`src/design/slide_pkg.sv`:
```
/* Image size and swipe times are scaled down so that the core can be simulated
   Each pixel takes two 16-bit frame-buffer words, and at most MAX_IMAGES images are held */
package slide_pkg;

	// ==============================
	// Image geometry
	// ==============================

	localparam int IMG_WIDTH        = 16;
	localparam int IMG_HEIGHT       = 8;
	localparam int PIXELS_PER_IMAGE = IMG_WIDTH * IMG_HEIGHT;
	// Two 16-bit words per pixel in the frame buffer
	localparam int WORDS_PER_IMAGE  = 2 * PIXELS_PER_IMAGE;
	localparam int MAX_IMAGES       = 32;

	// Field widths
	localparam int IMG_IDX_W        = $clog2(MAX_IMAGES);
	localparam int ADDR_W           = 24;
	// Must hold the full count MAX_IMAGES * PIXELS_PER_IMAGE
	localparam int PIX_CNT_W        = $clog2(MAX_IMAGES * PIXELS_PER_IMAGE + 1);

	// ==============================
	// Timing, in CLOCK_33 cycles
	// ==============================

	// Accepted swipe to step pulse
	localparam int SWIPE_DELAY      = 20;
	// Accepted swipe to next accept
	localparam int SWIPE_LOCKOUT    = 50;
	// Loading stays high this long after the last pixel
	localparam int SETTLE_CYCLES    = 51;

	localparam int SWIPE_CNT_W      = $clog2(SWIPE_LOCKOUT);
	localparam int SETTLE_CNT_W     = $clog2(SETTLE_CYCLES);

	// Sized vector types
	typedef logic [IMG_IDX_W-1:0]    img_idx_t;
	typedef logic [ADDR_W-1:0]       addr_t;
	typedef logic [PIX_CNT_W-1:0]    pix_cnt_t;
	typedef logic [SWIPE_CNT_W-1:0]  swipe_cnt_t;
	typedef logic [SETTLE_CNT_W-1:0] settle_cnt_t;

	// ==============================
	// Encodings
	// ==============================

	// Touch controller gesture codes, anything else is ignored
	typedef enum logic [7:0] {
		GESTURE_EAST = 8'h14,
		GESTURE_WEST = 8'h1C
	} gesture_t;

	typedef enum logic [0:0] {
		SWIPE_READY,
		SWIPE_HOLD
	} swipe_state_t;

	typedef enum logic [1:0] {
		LOAD_IDLE,
		LOAD_RECEIVING,
		LOAD_SETTLE,
		LOAD_SHOWING
	} load_state_t;

endpackage
```
`src/design/slideshow_top.sv`:
```
/* Slide selection core on CLOCK_33 only; all inputs are pulses or levels with no handshake
   img_count must be held constant after reset */
`timescale 1ns/1ps

module slideshow_top (
	input  logic                CLOCK_33,
	input  logic                iRSTN,
	input  logic                pixel_strobe,
	input  logic [7:0]          img_count,
	input  logic                touch_ready,
	input  slide_pkg::gesture_t gesture,
	input  logic                end_frame,
	input  logic                new_frame,
	output logic                loading,
	output slide_pkg::img_idx_t current_img,
	output slide_pkg::addr_t    base_read_addr,
	output slide_pkg::addr_t    max_read_addr,
	output logic                read_load
);

	// Debounced steps from decode to execute
	logic step_west;
	logic step_east;

	// ==============================
	// Decode, execute, result
	// ==============================

	gesture_decoder u_gesture_decoder (
		.CLOCK_33    (CLOCK_33),
		.iRSTN       (iRSTN),
		.touch_ready (touch_ready),
		.gesture     (gesture),
		.step_west   (step_west),
		.step_east   (step_east)
	);

	// Pixel count, loading flag, image index
	slide_sequencer u_slide_sequencer (
		.CLOCK_33     (CLOCK_33),
		.iRSTN        (iRSTN),
		.pixel_strobe (pixel_strobe),
		.img_count    (img_count),
		.step_west    (step_west),
		.step_east    (step_east),
		.loading      (loading),
		.current_img  (current_img)
	);

	// Read window for the frame buffer
	frame_window u_frame_window (
		.CLOCK_33       (CLOCK_33),
		.iRSTN          (iRSTN),
		.current_img    (current_img),
		.end_frame      (end_frame),
		.new_frame      (new_frame),
		.base_read_addr (base_read_addr),
		.max_read_addr  (max_read_addr),
		.read_load      (read_load)
	);

endmodule

```
`src/design/frame_window.sv`:
```
/* Read window follows current_img only at end of frame, so a frame never mixes images
   read_load is new_frame delayed one cycle */
`timescale 1ns/1ps

module frame_window (
	input  logic                CLOCK_33,
	input  logic                iRSTN,
	input  slide_pkg::img_idx_t current_img,
	input  logic                end_frame,
	input  logic                new_frame,
	output slide_pkg::addr_t    base_read_addr,
	output slide_pkg::addr_t    max_read_addr,
	output logic                read_load
);

	slide_pkg::addr_t win_base;
	slide_pkg::addr_t win_max;

	// Window of the image selected right now
	assign win_base = slide_pkg::addr_t'(current_img) *
	                  slide_pkg::addr_t'(slide_pkg::WORDS_PER_IMAGE);
	assign win_max  = win_base + slide_pkg::addr_t'(slide_pkg::WORDS_PER_IMAGE);

	// ==============================
	// Window latch and FIFO reload
	// ==============================

	always_ff @(posedge CLOCK_33 or negedge iRSTN) begin
		if (!iRSTN) begin
			base_read_addr <= '0;
			max_read_addr  <= slide_pkg::addr_t'(slide_pkg::WORDS_PER_IMAGE);
			read_load      <= 1'b0;
		end else begin
			// Hold the window for the whole frame
			if (end_frame) begin
				base_read_addr <= win_base;
				max_read_addr  <= win_max;
			end
			// Flush the read FIFO one cycle into the new frame
			read_load <= new_frame;
		end
	end

	// Frame start is a single-cycle pulse, a longer one would reload the FIFO twice
	a_new_frame_pulse: assert property (@(posedge CLOCK_33) disable iff (!iRSTN)
		new_frame |=> !new_frame);

endmodule

```
`src/design/slide_sequencer.sv`:
```
/* img_count must stay constant after reset and be at most MAX_IMAGES
   With img_count 0 nothing loads; pixels beyond the total are ignored */
`timescale 1ns/1ps

module slide_sequencer (
	input  logic                CLOCK_33,
	input  logic                iRSTN,
	input  logic                pixel_strobe,
	input  logic [7:0]          img_count,
	input  logic                step_west,
	input  logic                step_east,
	output logic                loading,
	output slide_pkg::img_idx_t current_img
);

	slide_pkg::load_state_t state;
	slide_pkg::pix_cnt_t    pix_cnt;
	slide_pkg::pix_cnt_t    pix_next;
	slide_pkg::pix_cnt_t    pix_total;
	slide_pkg::settle_cnt_t settle_cnt;
	slide_pkg::img_idx_t    img_last;
	logic                   have_images;

	// Total pixels of the whole slideshow
	assign pix_total   = slide_pkg::pix_cnt_t'(img_count) *
	                     slide_pkg::pix_cnt_t'(slide_pkg::PIXELS_PER_IMAGE);
	assign pix_next    = pix_cnt + slide_pkg::pix_cnt_t'(1);
	assign have_images = (img_count != 8'd0);
	// Highest valid index, wraps to all ones for a full 32 image show
	assign img_last    = img_count[slide_pkg::IMG_IDX_W-1:0] - slide_pkg::img_idx_t'(1);

	// ==============================
	// Load FSM and image index
	// ==============================

	always_ff @(posedge CLOCK_33 or negedge iRSTN) begin
		if (!iRSTN) begin
			state       <= slide_pkg::LOAD_IDLE;
			pix_cnt     <= '0;
			settle_cnt  <= '0;
			loading     <= 1'b0;
			current_img <= '0;
		end else begin
			case (state)
				// Count pixels until the last one of the last image
				slide_pkg::LOAD_IDLE,
				slide_pkg::LOAD_RECEIVING: begin
					if (pixel_strobe && have_images) begin
						pix_cnt <= pix_next;
						// Rises with the first counted pixel
						loading <= 1'b1;
						if (pix_next == pix_total)
							state <= slide_pkg::LOAD_SETTLE;
						else
							state <= slide_pkg::LOAD_RECEIVING;
					end
				end
				// Hold loading for the settle period
				slide_pkg::LOAD_SETTLE: begin
					if (settle_cnt == slide_pkg::settle_cnt_t'(slide_pkg::SETTLE_CYCLES - 1)) begin
						loading <= 1'b0;
						state   <= slide_pkg::LOAD_SHOWING;
					end else begin
						settle_cnt <= settle_cnt + slide_pkg::settle_cnt_t'(1);
					end
				end
				// Steps only act once the show is up
				slide_pkg::LOAD_SHOWING: begin
					if (step_west) begin
						if (current_img == img_last)
							current_img <= '0;
						else
							current_img <= current_img + slide_pkg::img_idx_t'(1);
					end else if (step_east) begin
						if (current_img == '0)
							current_img <= img_last;
						else
							current_img <= current_img - slide_pkg::img_idx_t'(1);
					end
				end
				default: state <= slide_pkg::LOAD_IDLE;
			endcase
		end
	end

	// Index must always point inside the loaded slideshow
	a_idx_range: assert property (@(posedge CLOCK_33) disable iff (!iRSTN)
		(state == slide_pkg::LOAD_SHOWING) |-> (8'(current_img) < img_count));

endmodule

```
`src/design/gesture_decoder.sv`:
```
/* One accepted west or east swipe gives one step pulse SWIPE_DELAY cycles later
   Further swipes are dropped until SWIPE_LOCKOUT cycles have passed */
`timescale 1ns/1ps

module gesture_decoder (
	input  logic                CLOCK_33,
	input  logic                iRSTN,
	input  logic                touch_ready,
	input  slide_pkg::gesture_t gesture,
	output logic                step_west,
	output logic                step_east
);

	slide_pkg::swipe_state_t state;
	slide_pkg::swipe_cnt_t   hold_cnt;
	logic                    dir_west;
	logic                    is_west;
	logic                    is_east;
	logic                    accept;
	logic                    fire;

	// Only the two swipe codes count as a trigger
	assign is_west = (gesture == slide_pkg::GESTURE_WEST);
	assign is_east = (gesture == slide_pkg::GESTURE_EAST);
	assign accept  = touch_ready && (is_west || is_east) && (state == slide_pkg::SWIPE_READY);

	// ==============================
	// Delay and lockout timer
	// ==============================

	// Counter starts at 0 on the accepting edge
	// Delay and lockout are both read off it
	always_ff @(posedge CLOCK_33 or negedge iRSTN) begin
		if (!iRSTN) begin
			state    <= slide_pkg::SWIPE_READY;
			hold_cnt <= '0;
		end else begin
			case (state)
				slide_pkg::SWIPE_READY: begin
					if (accept) begin
						state    <= slide_pkg::SWIPE_HOLD;
						hold_cnt <= '0;
					end
				end
				slide_pkg::SWIPE_HOLD: begin
					// Last lockout cycle, ready again after this edge
					if (hold_cnt == slide_pkg::swipe_cnt_t'(slide_pkg::SWIPE_LOCKOUT - 1)) begin
						state    <= slide_pkg::SWIPE_READY;
						hold_cnt <= '0;
					end else begin
						hold_cnt <= hold_cnt + slide_pkg::swipe_cnt_t'(1);
					end
				end
				default: state <= slide_pkg::SWIPE_READY;
			endcase
		end
	end

	// Direction of the swipe being timed
	always_ff @(posedge CLOCK_33) begin
		if (accept)
			dir_west <= is_west;
	end

	// Single cycle where the counter hits the delay
	assign fire      = (state == slide_pkg::SWIPE_HOLD) &&
	                   (hold_cnt == slide_pkg::swipe_cnt_t'(slide_pkg::SWIPE_DELAY));
	assign step_west = fire && dir_west;
	assign step_east = fire && !dir_west;

	// Each step goes back to a swipe of its own direction accepted SWIPE_DELAY cycles before
	a_west_src: assert property (@(posedge CLOCK_33) disable iff (!iRSTN)
		step_west |-> $past(accept && is_west, slide_pkg::SWIPE_DELAY + 1));
	a_east_src: assert property (@(posedge CLOCK_33) disable iff (!iRSTN)
		step_east |-> $past(accept && is_east, slide_pkg::SWIPE_DELAY + 1));

endmodule

```
`config.mk`:
```
export PLATFORM = sky130hd
export DESIGN_NAME = slideshow_top
export DESIGN_NICKNAME = d
export VERILOG_FILES = /design/src/design/slide_pkg.sv /design/src/design/slideshow_top.sv /design/src/design/frame_window.sv /design/src/design/slide_sequencer.sv /design/src/design/gesture_decoder.sv
export SDC_FILE = /design/constraint.sdc
export NUM_CORES = 1
export LEC_CHECK = 0
export BUFFER_PORTS_ARGS = -buffer_cell sky130_fd_sc_hd__buf_2
export CAP_MARGIN = 20
export CORE_ASPECT_RATIO = 1.5
export CORE_UTILIZATION = 28
export DETAILED_ROUTE_END_ITERATION = 10
export HOLD_SLACK_MARGIN = 0.03
export PLACE_DENSITY = 0.45
export SLEW_MARGIN = 10
export SYNTH_ARGS = -nofsm -noshare
export SYNTH_HDL_FRONTEND = slang
export SYNTH_HIERARCHICAL = 1
export SYNTH_SLANG_ARGS = --single-unit
```
`constraint.sdc`:
```
create_clock -name CLOCK_33 -period 3.09 [get_ports CLOCK_33]
set_clock_uncertainty 0.2 [all_clocks]
set_input_delay 0.1545 -clock CLOCK_33 [delete_from_list [all_inputs] [get_ports CLOCK_33]]
set_output_delay 0.1545 -clock CLOCK_33 [all_outputs]
set_load 0.05 [all_outputs]
```
After elaboration in Yosys (flattened, before gate mapping) --
Index checks and enable logic that the tools add are counted.
Storage, ports and cells: word-level logic and storage cells 68, register bits 65, output and inout bits 55
Cells by class: bitwise gates (word level) 2, mux-type cells 17, equality and inequality tests 13, reductions and logical operators 18, $add $sub $neg 7
Operators by type and width (number):
- 5-bit two-way mux | 4
- 8-bit by 5-bit equality test with 1-bit output (second input constant) | 2
- 13-bit by 9-bit adder with 14-bit output (second input constant) | 1
- 13-bit by 1-bit adder with 13-bit output (second input constant) | 1
- 13-bit equality test | 1
- 6-bit by 1-bit adder with 6-bit output (second input constant) | 2
- 6-bit equality test (second input constant) | 2
- 6-bit two-way mux | 2
- 6-bit case mux with 2 select lines | 1
- 5-bit by 1-bit subtractor with 5-bit output (second input constant) | 2
- 8-bit nonzero test | 1
- 6-bit by 5-bit equality test with 1-bit output (second input constant) | 1
- 1-bit logical AND | 6
- 2-bit two-way mux | 3
- 2-bit by 1-bit != test with 1-bit output (second input constant) | 3
- 2-bit AND reduction | 3
- 5-bit by 1-bit adder with 5-bit output (second input constant) | 1
- 5-bit equality test | 1
- 5-bit logical NOT | 1
- 2-bit equality test (second input constant) | 2
- 1-bit two-way mux | 4
- 1-bit case mux with 2 select lines | 2
- 2-bit case mux with 2 select lines | 1
- 2-bit nonzero test | 2
- other kinds (7) | 8

Longest topological paths before layout --
Gate-level depths: netlist of the first run.
depth in word-level cells 6, mapped depth 8, gate-level depth less buffers 8

By module --
Netlist of the first run, hierarchy kept.
Modules (own cells, without submodules):
- slide_sequencer | area an instance 1838.0 um^2, cells each 199, seq. area each 675.6 um^2, times used 1
- frame_window | area an instance 784.5 um^2, cells each 75, seq. area each 301.5 um^2, times used 1
- gesture_decoder | area an instance 509.2 um^2, cells each 48, seq. area each 205.2 um^2, times used 1

Worst setup path before layout of the first run --
Ideal clock, no wire load.
path kind register to register, from register u_slide_sequencer.current_img[3], to register u_slide_sequencer.current_img[3], stages on the path, launching flop included 7, slack 0.591 ns, arrival time 2.175 ns, cell sequence dfrtp_1 clkbuf_1 nor3_1 a211o_1 or3_4 a31o_1 a211o_1
On the way: cells in the longest elaborated chain, start to end 4
RTL lines:
- from (decl) | RTL line slide_sequencer.sv:13 | output slide_pkg::img_idx_t current_img
- from (signal assigned) | RTL line slide_sequencer.sv:73 | current_img <= current_img + slide_pkg::img_idx_t'(1);
- from (signal assigned) | RTL line slide_sequencer.sv:76 | current_img <= img_last;
- from (signal assigned) | RTL line slide_sequencer.sv:78 | current_img <= current_img - slide_pkg::img_idx_t'(1);
- 5-bit by 1-bit subtractor with 5-bit output / 5-bit logical NOT (equally long branches) | RTL line slide_sequencer.sv:78, slide_sequencer.sv:75
- 5-bit two-way mux | RTL line slide_sequencer.sv:75 | if (current_img == '0)
- 5-bit two-way mux | RTL line slide_sequencer.sv:74 | end else if (step_east) begin
- 5-bit two-way mux (*) | RTL line slide_sequencer.sv:69 | if (step_west) begin
Every way passes the cells marked *; elsewhere a longest branch is shown, timed or not. The select of a mux whose other input is x is not followed. A chain may end at the register's enable or synchronous reset.

Final worst setup path of the first run --
from register u_slide_sequencer.pix_cnt[0], to register u_slide_sequencer.state[1]
On the way: cells in the longest elaborated chain, start to end 5
RTL lines:
- from (decl) | RTL line slide_sequencer.sv:17 | slide_pkg::pix_cnt_t pix_cnt;
- from (signal assigned) | RTL line slide_sequencer.sv:49 | pix_cnt <= pix_next;
- 13-bit by 1-bit adder with 13-bit output | RTL line slide_sequencer.sv:27 | assign pix_next = pix_cnt + slide_pkg::pix_cnt_t'(1);
- 13-bit equality test | RTL line slide_sequencer.sv:52 | if (pix_next == pix_total)
- 2-bit two-way mux | RTL line slide_sequencer.sv:52
- 2-bit two-way mux | RTL line slide_sequencer.sv:48 | if (pixel_strobe && have_images) begin
- 2-bit case mux with 2 select lines | RTL line slide_sequencer.sv:44 | case (state)
- to (signal assigned) | RTL line slide_sequencer.sv:53 | state <= slide_pkg::LOAD_SETTLE;
- to (signal assigned) | RTL line slide_sequencer.sv:55 | state <= slide_pkg::LOAD_RECEIVING;
- to (signal assigned) | RTL line slide_sequencer.sv:62 | state <= slide_pkg::LOAD_SHOWING;
- to (decl) | RTL line slide_sequencer.sv:16 | slide_pkg::load_state_t state;
Every way passes these cells. The select of a mux whose other input is x is not followed.

==> results of run 1 <==
==> logic make-up after synthesis <==
logic type	Yosys count
buffers and inverters	62
AND/OR/NAND/NOR	103
XOR/XNOR	38
multiplexers	12
AO/OA/AOI/OAI	48
flip-flops	47
adder cells (fa/ha/maj)	11
other	1
==> synthesized netlist by cell type, drive strengths merged (2+ instances only) <==
master | number | area share, %
dfrtp | 45 | 36
buf | 44 | 11
xnor2 | 24 | 6.7
nor2 | 19 | 2.3
nand2 | 18 | 2.2
nand3 | 14 | 2.2
xor2 | 14 | 3.9
inv | 13 | 1.6
nor3 | 12 | 1.9
ha | 11 | 4.4
o21ai | 9 | 1.4
mux2 | 8 | 3.0
nand4 | 6 | 1.4
nor4 | 6 | 1.2
a21oi | 5 | 0.80
and3 | 5 | 1.0
clkbuf | 5 | 0.60
nand2b | 5 | 1.0
a211o | 4 | 1.1
mux2i | 4 | 1.3
a211oi | 3 | 0.72
a221o | 3 | 0.96
nor2b | 3 | 0.60
o21a | 3 | 0.72
o22ai | 3 | 0.60
a22o | 2 | 0.60
a31o | 2 | 0.56
a32oi | 2 | 0.56
a41oi | 2 | 0.80
and2 | 2 | 0.48
nand4b | 2 | 0.56
nor3b | 2 | 0.84
nor4b | 2 | 1.0
o211a | 2 | 0.64
or3 | 2 | 0.56
==> registers in the layout, summed over array words and instances, names as in the netlist <==
| register | cells |
|---|---|
| u_frame_window/max_read_addr | 6 |
| u_frame_window/read_load | 1 |
| u_slide_sequencer/state | 2 |
| u_slide_sequencer/pix_cnt | 13 |
| u_gesture_decoder/state | 1 |
| u_frame_window/base_read_addr | 5 |
| u_slide_sequencer/settle_cnt | 6 |
| u_slide_sequencer/current_img | 5 |
| u_gesture_decoder/dir_west | 1 |
| u_slide_sequencer/loading | 1 |
| u_gesture_decoder/hold_cnt | 6 |
==> layout by cell type, fill, tap and decap left out, drive strengths merged, types with 3 or more instances in the layout <==
| master | instances |
|---|---|
| a211oi | 3 |
| dlygate4sd3 | 4 |
| nand2 | 18 |
| nor3 | 12 |
| clkbuf | 6 |
| and3 | 5 |
| xor2 | 14 |
| nand4 | 6 |
| xnor2 | 24 |
| mux2 | 8 |
| nor2 | 19 |
| o22ai | 3 |
| mux2i | 4 |
| nor4 | 6 |
| ha | 11 |
| nand3 | 14 |
| a21oi | 5 |
| buf | 43 |
| dfrtp | 45 |
| a211o | 4 |
| o21a | 3 |
| a221o | 3 |
| inv | 13 |
| conb | 37 |
| nand2b | 5 |
| o21ai | 9 |
| nor2b | 3 |
==> worst max path at each step <==
stage	to
2_1_floorplan	u_slide_sequencer/current_img[3]
4_1_cts	u_slide_sequencer/state[1]
6_report	u_slide_sequencer/state[1]
3_5_place_dp	u_slide_sequencer/state[1]
3_3_place_gp	u_slide_sequencer/state[1]
5_1_grt	u_slide_sequencer/state[1]
==> power by group <==
group / total (mW) / leakage [nW] / switching (mW) / internal, mW
Sequential: 0.826 / 0.580 / 0.130 / 0.697
Clock: 0.697 / 0.0911 / 0.233 / 0.464
Combinational: 0.420 / 0.980 / 0.256 / 0.164
==> routing by layer <==
metal | share of wire (%) | vias to the layer above | wire length, um
li1 | - | 1135 | -
met1 | 44 | 1100 | 2860
met2 | 52 | 65 | 3380
met3 | 3.5 | 8 | 229
met4 | 1.4 | 0 | 93
met5 | 0 | - | 0
==> area by class of cell <==
class	instances	area, um2	share of cell area (%)
clock buffers	6	129	3.63
clock inverters	2	60.1	1.69
inverters	13	48.8	1.37
multi-input cells	249	1690	47.5
flip-flops and latches	47	1180	33.3
well taps	144	180	5.07
repair buffers	47	265	7.46
==> critical path, stage by stage (launching register included) <==
cell and delay (ns):
dfrtp_1 0.45, ha_1 0.24, and3_1 0.30, and3_1 0.28, a32oi_1 0.12, or4_1 0.47
nor4_1 0.38, or2_1 0.15
==> repair_timing <==
action,CTS,global route
buffers inserted,0,0
hold buffers,4,0
endpoints found under the hold margin,23,0
==> out/summary.txt, run 1 <==
Pre-Repair DR Iteration Count -> 5
Cells after Synth -> 322
setup tns final -> 0 ns
Die Wd -> 88.4 um
Worst EP required -> 3.12 ns
R2R Path End -> u_slide_sequencer/state[1]
RSZ-0062 raised after global routing -> no
core area -> 10,700 um2
clock-pin slew on the worst setup and hold paths -> 0.06 ns
synth warn -> 6
Max Slew Vio Count -> 0
Distinct cells, synth -> 63
fin cells -> 508
layout cells sized above 1 -> 18.7%
n_diodes -> 0
Seq cells post-synth -> 47
hold_sp -> end_frame
gr ovfl total -> 0
Slew @ Worst Pin -> 0.687 ns
post-route cell area -> 3550 um2
PD cells -> 547 nW/um2
DRC Markers -> 0
final RePlAce weighted congestion -> 0.823
Post-synth EDFFs -> 1
fin nets -> 396
TritonCTS clock tree -> built
Final Hold Viols -> 0
clock sink total -> 47
Adder-Cell Fraction of Synth Area -> 4.39%
dpl cell area -> 3330 um2
ys flop type -> dfrtp_1
asr flop ratio synth -> 97.9%
Routed WL per cell -> 12.9 um
CTS Root Cell -> clkbuf_16
slew margin rel. -> 54.0%
clock latency on the worst-skew pair -> 0.29 ns
largest net degree at the start of global routing -> 27
vias in the first global route -> 2,218
first-pass GRT wire length -> 10.9 mm
WHS -> 0.0334 ns
post-synthesis sequential area ratio -> 37.8%
Max Freq -> 378 MHz
Worst setup EP type -> flop
largest family of logic cells by synthesized area -> simple AND/OR/NAND/NOR gates
syn_area_per_cell -> 9.73 um2
Post-Synth XOR/XNOR Area -> 10.6%
Top Usage Layer GRT -> met2
GR Util met3 -> 2.20%
PostCTS Resize Cnt -> 0
FP Rows -> 46
Hold Path Class -> input pin to flop
Max Cap Violations -> 0
setup violators final -> 0
I/O pin count -> 77
Static Leak -> 1.65 nW
routing usage on met1 -> 13.9%
met2 Resource Use GR -> 21.3%
initial core utilization -> 29.3%
port bufs -> 39
DIE HEIGHT -> 132 um
Worst VDD drop -> 277 uV
H-tree levels -> 2
Mapped Area -> 3130 um2
CP Class -> flop to flop
Num CTS Buffers -> 5
Avg Vias per Cell -> 4.54
antenna viol nets, final -> 0
Critical Path Start Type -> flop
initial DRC count -> 124
Compound-Gate Fraction of Synth Area -> 11.5%
Clock Path Buffers -> 2
total power -> 1.94 mW
status -> finished, final reports clean
r2r worst-path depth -> 7
mux contribution to synthesized area -> 4.27%
crit path DAT -> 2.67 ns
hold path endpoint -> u_frame_window/max_read_addr[8]
initial antenna violation count -> 0
Worst Path Max Fanout -> 7
area delta synth->final -> 13.5%
pre-CTS WS -> 0.472 ns
period utilization -> 85.5%
final WL -> 6.57 mm
reg2reg setup slack -> 0.45 ns
Filler cells -> 1,124
Worst Setup SP -> u_slide_sequencer/pix_cnt[0]
Placed Cells -> 496
Via Count -> 2,308
Final Worst Setup Slack -> 0.447 ns
Simple-Gate Fraction of Synth Area -> 18.5%
worst r2r src -> u_slide_sequencer/pix_cnt[0]
die area -> 11,600 um2
All-Layer GR Usage -> 11.9%
Hold Crit Depth -> 2
HPWL after DPL -> 4.74 mm
Period minus WS final -> 2.64 ns
fin util -> 33.2%
Power figures use the tool's default switching activity.
==> inputs of run 2 (changes only) <==
--- a/config.mk
+++ b/config.mk
@@ -11,9 +11,9 @@
 export CORE_UTILIZATION = 28
 export DETAILED_ROUTE_END_ITERATION = 10
 export HOLD_SLACK_MARGIN = 0.03
-export PLACE_DENSITY = 0.45
+export PLACE_DENSITY = 0.46
+export SKIP_CTS_REPAIR_TIMING = 1
 export SLEW_MARGIN = 10
 export SYNTH_ARGS = -nofsm -noshare
 export SYNTH_HDL_FRONTEND = slang
-export SYNTH_HIERARCHICAL = 1
 export SYNTH_SLANG_ARGS = --single-unit
==> constraint.sdc (replaced) <==
create_clock -name CLOCK_33 -period 2.5 [get_ports CLOCK_33]
set_clock_uncertainty 0.2 [all_clocks]
set_input_delay 0.125 -clock CLOCK_33 [delete_from_list [all_inputs] [get_ports CLOCK_33]]
set_output_delay 0.125 -clock CLOCK_33 [all_outputs]
set_load 0.05 [all_outputs]
==> run 2 against run 1 <==
Compared with the run above: combinational power increased by 20%; final cell count decreased by 1.2%; setup slack got worse by 0.11 ns; register-to-register slack got worse by 0.11 ns; global-route usage increased by 0.18 points; power increased by 8.5%; first-iteration DRC count decreased by 38%; wire length decreased by 7.5%; clock power decreased by 2%; core utilization increased by 0.079 points; critical path depth unchanged; critical path type unchanged; critical endpoint is now u_slide_sequencer.current_img[1].
==> out/summary.txt, run 2 <==
core area -> 10,200 um2 (-4.8%)
asr flop ratio synth -> 97.9% (unchanged)
Via Count -> 2,178 (-5.6%)
FP Rows -> 45 (-2.2%)
layout cells sized above 1 -> 19.1% (+0.43 points)
fin cells -> 502 (-1.2%)
ys flop type -> dfrtp_1
worst r2r src -> u_slide_sequencer.current_img[1]
Clock Path Buffers -> 2 (unchanged)
final RePlAce weighted congestion -> 0.787 (-4.4%)
pre-CTS WS -> 0.371 ns (-0.101 ns)
slowest CP cell -> or4b_4
Post-synth top cells -> dfrtp_1 (45), buf_4 (37), nor2_1 (32)
Sw Ratio -> 33.9% (+2.1 points)
syn_area_per_cell -> 9.52 um2 (-2.1%)
commonest non-fill, non-tap cell in the layout -> dfrtp_1
hold_sp -> end_frame
I/O pin count -> 77 (unchanged)
PD cells -> 622 nW/um2 (+14%)
Final Worst Setup Slack -> 0.340 ns (-0.107 ns)
fin nets -> 391 (-1.3%)
top-count cell post-synth -> dfrtp_1
initial DRC count -> 77 (-38%)
clock latency on the worst-skew pair -> 0.29 ns (about the same)
largest net degree at the start of global routing -> 20 (-26%)
Simple-Gate Fraction of Synth Area -> 18.7% (+0.24 points)
WP buf/inv -> 1 (+1)
All-Layer GR Usage -> 12.1% (+0.18 points)
post-synthesis sequential area ratio -> 40.1% (+2.3 points)
fin util -> 33.3% (+0.079 points)
setup tns final -> 0 ns (unchanged)
sequential power share -> 43.7% (+1.2 points)
Distinct cells, synth -> 51 (-19%)
combinational power share -> 23.9% (+2.3 points)
die area -> 11,000 um2 (-5.6%)
area delta synth->final -> 14.9%
Slew @ Worst Pin -> 0.593 ns (-0.0943 ns)
Worst EP required -> 2.47 ns (-0.65 ns)
delay-heaviest family, CP -> simple AND/OR/NAND/NOR gates
clock-pin slew on the worst setup and hold paths -> 0.06 ns (about the same)
Max Freq -> 463 MHz (+22%)
Pint -> 1.39 mW (+5.2%)
Cells after Synth -> 310 (-3.7%)
Post-synth EDFFs -> 1 (unchanged)
Final Hold Viols -> 0 (unchanged)
post-synth top area share -> 38.2% (+2.2 points)
post-route cell area -> 3390 um2 (-4.6%)
dpl cell area -> 3180 um2 (-4.4%)
TritonCTS clock tree -> built
Worst VDD drop -> 250 uV (-9.8%)
Routed WL per cell -> 12.1 um (-6.4%)
Die Wd -> 85.8 um (-2.9%)
reg2reg setup slack -> 0.34 ns (-0.11 ns)
Static Leak -> 1.51 nW (-8.4%)
Routed met1 length -> 2.67 mm (-6.9%)
HPWL after DPL -> 4.61 mm (-2.8%)
Clk pwr share -> 32.5% (-3.4 points)
status -> finished, final reports clean
largest family of logic cells by synthesized area -> simple AND/OR/NAND/NOR gates
period utilization -> 86.4% (+0.86 points)
gr ovfl total -> 0 (unchanged)
Critical Path Start Type -> flop
Placed Cells -> 488 (-1.6%)
Hold Path Class -> input pin to flop
Yosys top cell by area -> dfrtp_1
Worst setup EP type -> flop
Worst Path Max Fanout -> 7 (unchanged)
switching power -> 715 uW (+16%)
Filler cells -> 1,072 (-4.6%)
Period minus WS final -> 2.16 ns (-0.483 ns)
Adder-Cell Fraction of Synth Area -> 3.82% (-0.58 points)
most frequent cells in the layout -> dfrtp_1 (45), buf_2 (39), conb_1 (37)
Most flops, register -> u_slide_sequencer.pix_cnt
Area contributors post-synth -> dfrtp_1 (38%), buf_4 (9.4%), xnor2_1 (6.8%), xor2_1 (4.7%), nor2_1 (4.1%)
Post-Synth XOR/XNOR Area -> 12.5% (+1.8 points)
synth warn -> 0 (-6)
Max Cap Violations -> 0 (unchanged)
Max Slew Vio Count -> 0 (unchanged)
H-tree levels -> 2 (unchanged)
Seq cells post-synth -> 47 (unchanged)
Cell Chain, Critical Path -> inv_1, ha_1, or4b_4, mux2_4, nor2_2, a311oi_1, a21oi_1
DRC Markers -> 0 (unchanged)
RSZ-0062 raised after global routing -> no
met3 WL post-DR -> 236 um (+3.1%)
vias in the first global route -> 2,140 (-3.5%)
initial core utilization -> 29.0% (-0.29 points)
crit path DAT -> 2.13 ns (-0.54 ns)
first-pass GRT wire length -> 10.5 mm (-3.9%)
DIE HEIGHT -> 128 um (-2.9%)
Num CTS Buffers -> 5 (unchanged)
Max Used Layer -> met4
CTS Root Cell -> clkbuf_16
port bufs -> 39 (unchanged)
setup violators final -> 0 (unchanged)
clock sink total -> 47 (unchanged)
slew margin rel. -> 60.1% (+6.1 points)
Pre-Repair DR Iteration Count -> 4 (-1)
Worst Setup SP -> u_slide_sequencer.current_img[1]
initial antenna violation count -> 0 (unchanged)
CP peak stage delay -> 0.53 ns (+0.06 ns)
Compound-Gate Fraction of Synth Area -> 8.65% (-2.9 points)
CP Class -> flop to flop
Avg Vias per Cell -> 4.34 (-4.5%)
n_diodes -> 0 (unchanged)
Mapped Area -> 2950 um2 (-5.8%)
antenna viol nets, final -> 0 (unchanged)
met2 routed WL -> 3.05 mm (-10%)
final WL -> 6.08 mm (-7.5%)
mux contribution to synthesized area -> 3.18% (-1.1 points)
max reg flops -> 13 (unchanged)
==> run 2: changes by cell type after synthesis, sizes merged, moves of 7 or more <==
cell,before,now
nor2,19,33
nand4,6,14
o21ai,9,17
nand3,14,7
==> run 2: area by class of cell <==
cell class,instances,area (um2),area share [%]
multi-input cells,241,1520,44.9
flip-flops and latches,47,1180,34.9
inverters,12,45.0,1.33
clock inverters,1,8.76,0.258
repair buffers,53,315,9.30
well taps,141,176,5.20
clock buffers,7,143,4.21
==> run 2: final timing paths <==
| check | end | cells past startpoint |
|---|---|---|
| min | u_frame_window.max_read_addr[11] | 2 |
| min in group asynchronous | u_slide_sequencer.pix_cnt[7] | 2 |
| max in group asynchronous | u_frame_window.max_read_addr[8] | 3 |
| min reg2reg | u_slide_sequencer.settle_cnt[5] | 1 |
| max reg2reg | u_slide_sequencer.current_img[1] | 7 |
| max | u_slide_sequencer.current_img[1] | 7 |
==> run 2: per-layer routing <==
layer / vias to the layer above / GRT usage, %
li1: 1084 / -
met1: 1023 / 14.7
met2: 62 / 20.5
met3: 9 / 2.64
met4: 0 / 5.20
met5: - / 0
==> run 2: cell families after synthesis <==
family | Yosys count
AOI/OAI and AO/OA | 41
xor gates and xnor gates | 40
adders and majority gates | 9
buffers and inverters | 58
DFF | 47
muxes | 8
other | 1
and+or+nand+nor | 106
==> run 2: power by group through the flow <==
| stage | combinational (mW) | clock [mW] | sequential [mW] |
|---|---|---|---|
| after floorplan | 0.370 | 0 | 0.990 |
| final | 0.503 | 0.685 | 0.921 |
| after CTS | 0.503 | 0.723 | 0.921 |
| after global routing | 0.545 | 0.757 | 0.933 |
| after detailed placement | 0.503 | 0 | 0.930 |
| after global placement | 0.496 | 0 | 0.930 |
==> run 2: per-stage QoR <==
stage,hold slack (ns),power [mW]
final,0.0330,2.11
after global routing,0.0475,2.24
after CTS,-0.474,2.15
after detailed placement,-0.160,1.43
after global placement,-0.161,1.43
after floorplan,-0.371,1.36
